### config.mk
export PLATFORM = sky130hd
export DESIGN_NAME = rob_top
export DESIGN_NICKNAME = d
export VERILOG_FILES = /design/src/rob_pkg.sv /design/src/rob_commit.sv /design/src/rob_entry.sv /design/src/rob_ptr.sv /design/src/rob_top.sv
export SDC_FILE = /design/constraint.sdc
export NUM_CORES = 1
export LEC_CHECK = 0
export ABC_AREA = 1
export BUFFER_PORTS_ARGS = -buffer_cell sky130_fd_sc_hd__buf_2
export CAP_MARGIN = 20
export CORE_ASPECT_RATIO = 0.6
export CORE_MARGIN = 4
export CORE_UTILIZATION = 40
export DETAILED_ROUTE_END_ITERATION = 16
export SYNTH_ARGS = -nofsm -noshare
export SYNTH_HDL_FRONTEND = slang
export SYNTH_SLANG_ARGS = --single-unit
### constraint.sdc
create_clock -name i_clk -period 5.05 [get_ports i_clk]
set_input_delay 0.505 -clock i_clk [delete_from_list [all_inputs] [get_ports i_clk]]
set_output_delay 0.505 -clock i_clk [all_outputs]
set_load 0.02 [all_outputs]
### src/rob_pkg.sv
`default_nettype none

package rob_pkg;

  localparam int DISP_SIZE    = 2;  // instruction slots per block.
  localparam int CMT_SIZE     = 8;  // rob entries.
  localparam int CMT_BLK_W    = 3;  // commit id width.
  localparam int CMT_CNT_W    = 4;  // occupancy count, 0 to CMT_SIZE.
  localparam int CMT_BUS_SIZE = 2;  // done report buses.
  localparam int RNID_W       = 6;
  localparam int VADDR_W      = 16;
  localparam int INST_W       = 32;

  // one block as handed over by dispatch.
  typedef struct packed {
    logic [DISP_SIZE-1:0]             grp_id;
    logic [VADDR_W-1:1]               pc_addr;  // bit 0 is always zero.
    logic [DISP_SIZE-1:0][INST_W-1:0] inst;
    logic [DISP_SIZE-1:0]             old_rd_valid;
    logic [DISP_SIZE-1:0][RNID_W-1:0] old_rd_rnid;
  } disp_blk_t;

  // completion report from an execution unit, grp_id is one-hot.
  typedef struct packed {
    logic                 valid;
    logic [CMT_BLK_W-1:0] cmt_id;
    logic [DISP_SIZE-1:0] grp_id;
  } done_rpt_t;

  // committed block, instruction words are not carried.
  typedef struct packed {
    logic [CMT_BLK_W-1:0]             cmt_id;
    logic [VADDR_W-1:1]               pc_addr;
    logic [DISP_SIZE-1:0]             grp_id;
    logic [DISP_SIZE-1:0]             old_rd_valid;
    logic [DISP_SIZE-1:0][RNID_W-1:0] old_rd_rnid;
  } commit_t;

  // stored entry state.
  typedef struct packed {
    disp_blk_t            blk;
    logic [DISP_SIZE-1:0] done_grp_id;
  } rob_entry_t;

endpackage

`default_nettype wire

### src/rob_commit.sv
`default_nettype none

module rob_commit import rob_pkg::*; (
  input  wire logic [CMT_BLK_W-1:0] i_head_id,
  input  wire rob_entry_t           i_entry [CMT_SIZE],
  input  wire logic [CMT_SIZE-1:0]  i_valid,
  input  wire logic [CMT_SIZE-1:0]  i_all_done,

  output      logic                 o_commit_valid,
  output      commit_t              o_commit,
  input  wire logic                 i_commit_ready,
  output      logic                 o_commit_fire
);

  rob_entry_t w_head;

  assign w_head = i_entry[i_head_id];

  // head is offered as soon as every valid slot has reported.
  assign o_commit_valid = i_valid[i_head_id] & i_all_done[i_head_id];
  assign o_commit_fire  = o_commit_valid & i_commit_ready;

  always_comb begin
    o_commit.cmt_id       = i_head_id;
    o_commit.pc_addr      = w_head.blk.pc_addr;
    o_commit.grp_id       = w_head.blk.grp_id;
    o_commit.old_rd_valid = w_head.blk.old_rd_valid & w_head.blk.grp_id;
    for (int d = 0; d < DISP_SIZE; d++) begin
      // unused slot carries a zero rnid.
      if (w_head.blk.grp_id[d]) begin
        o_commit.old_rd_rnid[d] = w_head.blk.old_rd_rnid[d];
      end else begin
        o_commit.old_rd_rnid[d] = '0;
      end
    end
  end

endmodule

`default_nettype wire

### src/rob_entry.sv
`default_nettype none

module rob_entry import rob_pkg::*; #(
  parameter logic [CMT_BLK_W-1:0] cmt_id = '0
) (
  input  wire logic       i_clk,
  input  wire logic       i_reset_n,

  input  wire logic       i_load,
  input  wire disp_blk_t  i_load_blk,
  input  wire logic       i_clear,

  input  wire done_rpt_t  i_done_rpt [CMT_BUS_SIZE],

  output      logic       o_valid,
  output      rob_entry_t o_entry,
  output      logic       o_block_all_done
);

  logic                 r_valid;
  logic [DISP_SIZE-1:0] r_done_grp_id;
  disp_blk_t            r_blk;
  logic [DISP_SIZE-1:0] w_done_hit;

  // per slot, any bus reporting this entry and this slot.
  always_comb begin
    w_done_hit = '0;
    for (int d = 0; d < DISP_SIZE; d++) begin
      for (int c = 0; c < CMT_BUS_SIZE; c++) begin
        if (i_done_rpt[c].valid && (i_done_rpt[c].cmt_id == cmt_id) &&
            i_done_rpt[c].grp_id[d]) begin
          w_done_hit[d] = 1'b1;
        end
      end
    end
  end

  always_ff @(posedge i_clk, negedge i_reset_n) begin
    if (!i_reset_n) begin
      r_valid       <= 1'b0;
      r_done_grp_id <= '0;
    end else begin
      if (i_load) begin
        r_valid       <= 1'b1;
        r_done_grp_id <= '0;  // fresh block, nothing done yet.
      end else begin
        if (i_clear) begin
          r_valid <= 1'b0;
        end
        if (r_valid) begin
          r_done_grp_id <= r_done_grp_id | w_done_hit;
        end
      end
    end
  end

  always_ff @(posedge i_clk) begin
    if (i_load) begin
      r_blk <= i_load_blk;
    end
  end

  assign o_valid             = r_valid;
  assign o_entry.blk         = r_blk;
  assign o_entry.done_grp_id = r_done_grp_id;

  // held entry stays all-done until commit clears it.
  assign o_block_all_done = r_valid & (r_blk.grp_id == r_done_grp_id);

endmodule

`default_nettype wire

### src/rob_ptr.sv
`default_nettype none

module rob_ptr import rob_pkg::*; (
  input  wire logic                 i_clk,
  input  wire logic                 i_reset_n,

  input  wire logic                 i_disp_valid,
  output      logic                 o_disp_ready,
  output      logic [CMT_BLK_W-1:0] o_tail_id,
  output      logic [CMT_SIZE-1:0]  o_load,

  input  wire logic                 i_commit_fire,
  output      logic [CMT_BLK_W-1:0] o_head_id,
  output      logic [CMT_SIZE-1:0]  o_clear
);

  logic [CMT_BLK_W-1:0] r_head;
  logic [CMT_BLK_W-1:0] r_tail;
  logic [CMT_CNT_W-1:0] r_cnt;
  logic                 r_ready;
  logic                 w_disp_fire;
  logic [CMT_CNT_W-1:0] w_cnt_nxt;

  assign w_disp_fire = i_disp_valid & r_ready;

  // dispatch and commit together leave the count unchanged.
  always_comb begin
    w_cnt_nxt = r_cnt;
    if (w_disp_fire && !i_commit_fire) begin
      w_cnt_nxt = r_cnt + 1'b1;
    end else if (!w_disp_fire && i_commit_fire) begin
      w_cnt_nxt = r_cnt - 1'b1;
    end
  end

  always_ff @(posedge i_clk, negedge i_reset_n) begin
    if (!i_reset_n) begin
      r_head  <= '0;
      r_tail  <= '0;
      r_cnt   <= '0;
      r_ready <= 1'b1;
    end else begin
      if (w_disp_fire) begin
        r_tail <= r_tail + 1'b1;  // wraps at CMT_SIZE.
      end
      if (i_commit_fire) begin
        r_head <= r_head + 1'b1;
      end
      r_cnt   <= w_cnt_nxt;
      r_ready <= (w_cnt_nxt < CMT_CNT_W'(CMT_SIZE));
    end
  end

  assign o_disp_ready = r_ready;
  assign o_tail_id    = r_tail;
  assign o_head_id    = r_head;

  // one-hot strobes to the entries.
  assign o_load  = w_disp_fire   ? (CMT_SIZE'(1) << r_tail) : '0;
  assign o_clear = i_commit_fire ? (CMT_SIZE'(1) << r_head) : '0;

endmodule

`default_nettype wire

### src/rob_top.sv
`default_nettype none

module rob_top import rob_pkg::*; (
  input  wire logic                 i_clk,
  input  wire logic                 i_reset_n,

  // dispatch.
  input  wire logic                 i_disp_valid,
  input  wire disp_blk_t            i_disp_blk,
  output      logic                 o_disp_ready,
  output      logic [CMT_BLK_W-1:0] o_disp_cmt_id,

  // completion reports.
  input  wire done_rpt_t            i_done_rpt [CMT_BUS_SIZE],

  // commit.
  output      logic                 o_commit_valid,
  output      commit_t              o_commit,
  input  wire logic                 i_commit_ready
);

  logic [CMT_SIZE-1:0]  w_load;
  logic [CMT_SIZE-1:0]  w_clear;
  logic [CMT_BLK_W-1:0] w_head_id;
  logic                 w_commit_fire;
  logic [CMT_SIZE-1:0]  w_entry_valid;
  logic [CMT_SIZE-1:0]  w_all_done;
  rob_entry_t           w_entry [CMT_SIZE];

  rob_ptr u_rob_ptr (
    .i_clk         (i_clk),
    .i_reset_n     (i_reset_n),
    .i_disp_valid  (i_disp_valid),
    .o_disp_ready  (o_disp_ready),
    .o_tail_id     (o_disp_cmt_id),
    .o_load        (w_load),
    .i_commit_fire (w_commit_fire),
    .o_head_id     (w_head_id),
    .o_clear       (w_clear)
  );

  for (genvar i = 0; i < CMT_SIZE; i++) begin : g_entry
    rob_entry #(
      .cmt_id (CMT_BLK_W'(i))
    ) u_rob_entry (
      .i_clk            (i_clk),
      .i_reset_n        (i_reset_n),
      .i_load           (w_load[i]),
      .i_load_blk       (i_disp_blk),
      .i_clear          (w_clear[i]),
      .i_done_rpt       (i_done_rpt),
      .o_valid          (w_entry_valid[i]),
      .o_entry          (w_entry[i]),
      .o_block_all_done (w_all_done[i])
    );
  end

  rob_commit u_rob_commit (
    .i_head_id      (w_head_id),
    .i_entry        (w_entry),
    .i_valid        (w_entry_valid),
    .i_all_done     (w_all_done),
    .o_commit_valid (o_commit_valid),
    .o_commit       (o_commit),
    .i_commit_ready (i_commit_ready),
    .o_commit_fire  (w_commit_fire)
  );

endmodule

`default_nettype wire

Word-level counts from Yosys, hierarchy flattened --
Cells that the tools add are included.
Storage, ports and cells: output and inout port bits 39, register bits 795
Cells by class: magnitude comparators 3, multiplexer cells 77, $add $sub $neg 4, equality and inequality tests 22, reduce and logical (&&, ||, !) cells 70, bitwise logic cells 21, shift-type cells 2
Operators by type and width (count):
- binary-select mux 97 bit (select 3 bit) | 1
- two-way mux 97 bit | 2
- logical AND 1 bit | 50
- two-way mux 1 bit | 50
- two-way mux 2 bit | 16
- nonzero test 2 bit | 16
- == test 3 bit, second input constant | 8
- == test 2 bit | 8
- two-way mux 8 bit | 2
- OR 2 bit | 8
- << shifter 1 x 3 -> 8 bit, first input constant | 2
- == test 3 x 2 -> 1 bit, second input constant | 4
- two-way mux 6 bit | 2
- AND 1 bit | 11
- two-way mux 4 bit | 2
- adder 3 x 1 -> 3 bit, second input constant | 2
- binary-select mux 1 bit (select 3 bit) | 2
- == test 3 x 1 -> 1 bit, second input constant | 2
- logical NOT 3 bit | 2
- adder 4 x 1 -> 4 bit, second input constant | 1
- greater-or-equal comparator 4 bit, second input constant | 1
- < comparator 3 x 4 -> 1 bit, second input constant | 1
- < comparator 4 bit, second input constant | 1
- inverter 3 -> 4 bit | 1
- 3 further kinds | 4

Longest topological paths before layout --
depth after elaboration 10, depth in mapped cells 17

Modules after synthesis --
Synthesis repeated with hierarchy kept, for this count alone.
Unflattened totals: cells, all modules 1790, area total of the unflattened synthesis 28202.0 um2
By module, submodules not included:
- rob_entry at g_entry[3].u_rob_entry ... | area an instance 3049.2 um2, cells an instance 124, times used 3
- rob_entry at g_entry[1].u_rob_entry ... | area an instance 3041.7 um2, cells an instance 123, times used 2
- rob_entry at g_entry[4].u_rob_entry | area an instance 3040.4 um2, cells an instance 122, times used 1
- rob_entry at g_entry[0].u_rob_entry | area an instance 3036.7 um2, cells an instance 122, times used 1
- rob_entry at g_entry[7].u_rob_entry | area an instance 3031.7 um2, cells an instance 122, times used 1
- rob_commit | area an instance 3014.1 um2, cells an instance 694, times used 1
- rob_ptr | area an instance 848.3 um2, cells an instance 112, times used 1

Worst setup path after synthesis --
Ideal clock, no wire load.
path type flip-flop to flip-flop, start point register u_rob_ptr.r_ready (netlist: u_rob_ptr.o_disp_ready), end point register g_entry[1].u_rob_entry.r_blk (netlist bit g_entry[1].u_rob_entry.o_entry[10]), enable pin, stages on the path, launching flop included 4, arrival time 3150 ps, setup time 465 ps, setup slack 1436 ps, required time 4585 ps, period minus slack after synthesis 3614 ps, path through dfstp_2 nand2_1 clkbuf_1 nor3_1
Between the ends: word-level cells in the longest chain between the ends 2
Ends and longest elaborated chain:
- from (decl) | RTL line rob_ptr.sv:20 | logic r_ready;
- from (signal assigned) | RTL line rob_ptr.sv:50 | r_ready <= (w_cnt_nxt < CMT_CNT_W'(CMT_SIZE));
- AND 1 bit | RTL line rob_ptr.sv:24 | assign w_disp_fire = i_disp_valid & r_ready;
- two-way mux 8 bit | RTL line rob_ptr.sv:59 | assign o_load = w_disp_fire ? (CMT_SIZE'(1) << r_tail) : '0;
- named net g_entry[1].u_rob_entry.i_load | RTL line rob_entry.sv:9 | input wire logic i_load,
- to (signal assigned) | RTL line rob_entry.sv:59 | r_blk <= i_load_blk;
- to (decl) | RTL line rob_entry.sv:22 | disp_blk_t r_blk;
The timed path passes the listed nets, and every way through them passes these cells. A chain may end at the register's enable or synchronous reset.

==> flow_metrics.tcl <==
set metrics [dict create \
    status "finished clean" \
    reg2regPathDepth 16 \
    end_kind "output pin" \
    crit_chain "inv_4 -> buf_4 -> nor2_1 -> o22ai_1 -> nand2_1 -> nand2_1 -> nand2_1 -> inv_1 -> buf_2" \
    worst_pin_slew_ns 0.901 \
    place.gp.congestion 0.808 \
    cts_tree "built" \
    syn-num-nets 1201 \
    die_h_um 143 \
    fillers 2696 \
    netSwitchingPower_mw 3.05 \
    drc 0 \
    via_per_inst 5.10 \
    io_pins 150 \
    syn_area_um2 12100 \
    r2r_start "u_rob_ptr.o_head_id[0]$_DFFE_PN0P_" \
    die-area_um2 33100 \
    wirelength_um 28700 \
    drtIter0Drc 635 \
    rsz0062_at_grt "false" \
    h-tree-depth 1 \
    synth.area.top_cells "edfxtp_1 (62%), dfrtp_1 (7.0%), nor2_1 (5.9%)" \
    yosys_warnings 0 \
    grt_pass1_wl_um 44600 \
    num_rows 48 \
    initial_core_util_pct 41.3 \
    ant_nets 0 \
    gr-total-overflow 0 \
    stdcell_count 1568 \
    ys_seq_area_share_pct 68.9 \
    maxCapViolCount 0 \
    die_x_um 232 \
    worstSkewPairLatency_ns 0.55 \
    clkSinkCount 283 \
    dr.pass1.iters 5 \
    yosys.area.top_type "edfxtp_1" \
    p_leak_nw 5.19 \
    crit_fanout 76 \
    cts-buffers-inserted 27 \
    crit_slowest_cell "dfrtp_4" \
    synth_cell_types 36 \
    syn-instance-count 1074 \
    whs_ns 0.0683 \
    clk_pin_slew_ns 0.06 \
    seq_power_share_pct 41.0 \
    dpl.hpwl_um 15900 \
    period_needed_ns 3.98 \
    cp_top_family "buffers and inverters" \
    p_per_area_nw_per_um2 577 \
    synth_top_area_share_pct 61.6 \
    dp_cells 1520 \
    finalSetupViolations 0 \
    switching_share_pct 38.7 \
    relSlewSlack_pct 39.6 \
    antenna_found_initial 3 \
    power_frac_comb_pct 34.8 \
    route.vias.total 7993 \
    cpMostUsedCell "nand2_1" \
    drive_gt1_share_pct 13.9 \
    nets 1276 \
    synth_area_per_cell_um2 11.3 \
    track_usage_pct 17.2 \
    worst-endpoint-arrival_ns 3.48 \
    finalSetupTns_ns 0 \
    p_int_mw 4.83 \
    place_area_um2 12800 \
    portBuffers 85 \
    finalInstanceArea_um2 13700 \
    slew_violations 0 \
    grt_pass1_vias 7702 \
    cp.required_ns 4.55 \
    fp.coreArea_um2 29200 \
    place_ws_ns 1.61 \
    fin_ws_ns 1.07 \
    timing.fmax_mhz 251 \
    cts-root-buf "clkbuf_16" \
    fin_skew_ns 0.0136 \
    clock_power_share_pct 24.1 \
    post-route-util_pct 46.7 \
    total_power_mw 7.88 \
    finalHoldViolations 0 \
    crit_buf_inv 4 \
    cts.path.max_buffers 3 \
    ys_seq_elements 283 \
    grt_max_degree 77 \
    cts_setup_buffers 0 \
    rrSetupSlack_ns 1.56 \
    wire_per_inst_um 18.3 \
    max_stage_delay_ns 0.77 \
    crit_type "register to output pin" \
    peakVddDrop_mv 0.448 \
    cts_resized 0 \
    worst_setup_path_start_kind "register" \
    min_period_over_period_pct 78.8 \
    cts_hold_buf 0 \
    hp-class "input port to asynchronous set/reset pin" \
    area_delta_synth_final_pct 13.0 \
]
## how the worst max path moves through the flow
stage                                  startpoint                                           end  slack [ns]  cells past startpoint
2_1_floorplan    u_rob_ptr.o_disp_ready$_DFF_PN1_  g_entry[1].u_rob_entry.o_entry[10]$_DFFE_PP_        1.44                      3
3_3_place_gp   u_rob_ptr.o_head_id[0]$_DFFE_PN0P_                                      register        1.67                     16
3_5_place_dp   u_rob_ptr.o_head_id[0]$_DFFE_PN0P_                u_rob_ptr.r_cnt[2]$_DFFE_PN0P_        1.61                     14
4_1_cts        u_rob_ptr.o_head_id[0]$_DFFE_PN0P_                                  o_commit[19]        1.05                      7
5_1_grt        u_rob_ptr.o_head_id[0]$_DFFE_PN0P_                                   o_commit[4]        0.77                      9
6_report       u_rob_ptr.o_head_id[0]$_DFFE_PN0P_                                   o_commit[7]        1.07                      9
## metal layers
| metal | vias to the layer above | wire length (µm) | track usage, % |
|---|---|---|---|
| li1 | 3893 | - | - |
| met1 | 3844 | 13900 | 25.2 |
| met2 | 204 | 12600 | 27.4 |
| met3 | 48 | 1670 | 3.09 |
| met4 | 4 | 562 | 3.39 |
| met5 | - | 27 | 0 |
## synth_stat cells
cell and n:
edfxtp_1 248, nor2_1 190, nand2_1 166, o21ai_0 113, inv_1 79, o22ai_1 60
dfrtp_1 34, a21oi_1 25, clkbuf_1 21, nand3_1 21, o21ai_1 17, a31oi_1 16
ha_1 16, buf_2 14, buf_4 10, nor3_1 8, buf_6 5, inv_2 3
nand4_1 3, a21oi_2 2, a31oi_4 2, buf_1 2, clkinv_2 2, nand2_4 2
nand3_2 2, o211ai_1 2, xor2_1 2, a22oi_1 1, and3_1 1, buf_8 1
dfstp_2 1, inv_4 1, nand2_2 1, nor2_4 1, o31ai_1 1, xnor2_1 1
## area by class of cell
cell class / instances / area, µm² / share of cell area, %
antenna: 1 / 2.50 / 0.0183
tap: 400 / 500 / 3.66
multi-input combinational: 653 / 3160 / 23.2
clock buffer: 31 / 701 / 5.13
sequential: 283 / 8330 / 61.0
clock inverter: 16 / 110 / 0.806
inverter: 85 / 324 / 2.37
timing repair buffer: 99 / 531 / 3.88
## flip-flops by register name, summed over array words and instances (netlist names), named ones only
signal                             cells
g_entry.u_rob_entry.o_entry          248
g_entry.u_rob_entry.o_valid            8
g_entry.u_rob_entry.r_done_grp_id     16
u_rob_ptr.o_disp_ready                 1
u_rob_ptr.o_head_id                    3
u_rob_ptr.o_tail_id                    3
u_rob_ptr.r_cnt                        3
## kinds of logic (layout without fill, tap and decap cells)
group	count (synthesis)	after routing	synth area share, %
compound gates	239	239	11.1
xor+xnor	3	3	0.217
fa+ha+maj	16	16	1.66
buf+inv	138	231	5.19
flops	283	283	68.9
other cells	0	1	0
simple gates	395	395	13.0
## power by group through the flow
stage                     combinational, mW  clock, mW  sequential, mW
after floorplan                        2.04          0            3.17
after global placement                 2.74          0            3.27
after detailed placement               2.78          0            3.28
after CTS                              2.79       1.95            3.23
after global routing                   3.09       2.03            3.28
final                                  2.74       1.90            3.24
## layout by cell type (no fill, tap or decap), types with 3 or more instances in the layout
master	instances
a21oi_1	25
nand3_1	21
clkinv_1	9
inv_2	4
buf_2	85
nand4_1	3
clkinv_2	7
nand2_1	166
o21ai_1	17
dfrtp_1	32
ha_1	16
nor2_1	190
inv_1	76
clkbuf_16	27
clkbuf_1	3
nor3_2	6
buf_4	14
o21ai_0	113
a31oi_1	16
o22ai_1	60
edfxtp_1	248
(Power assumes the default switching activity.)
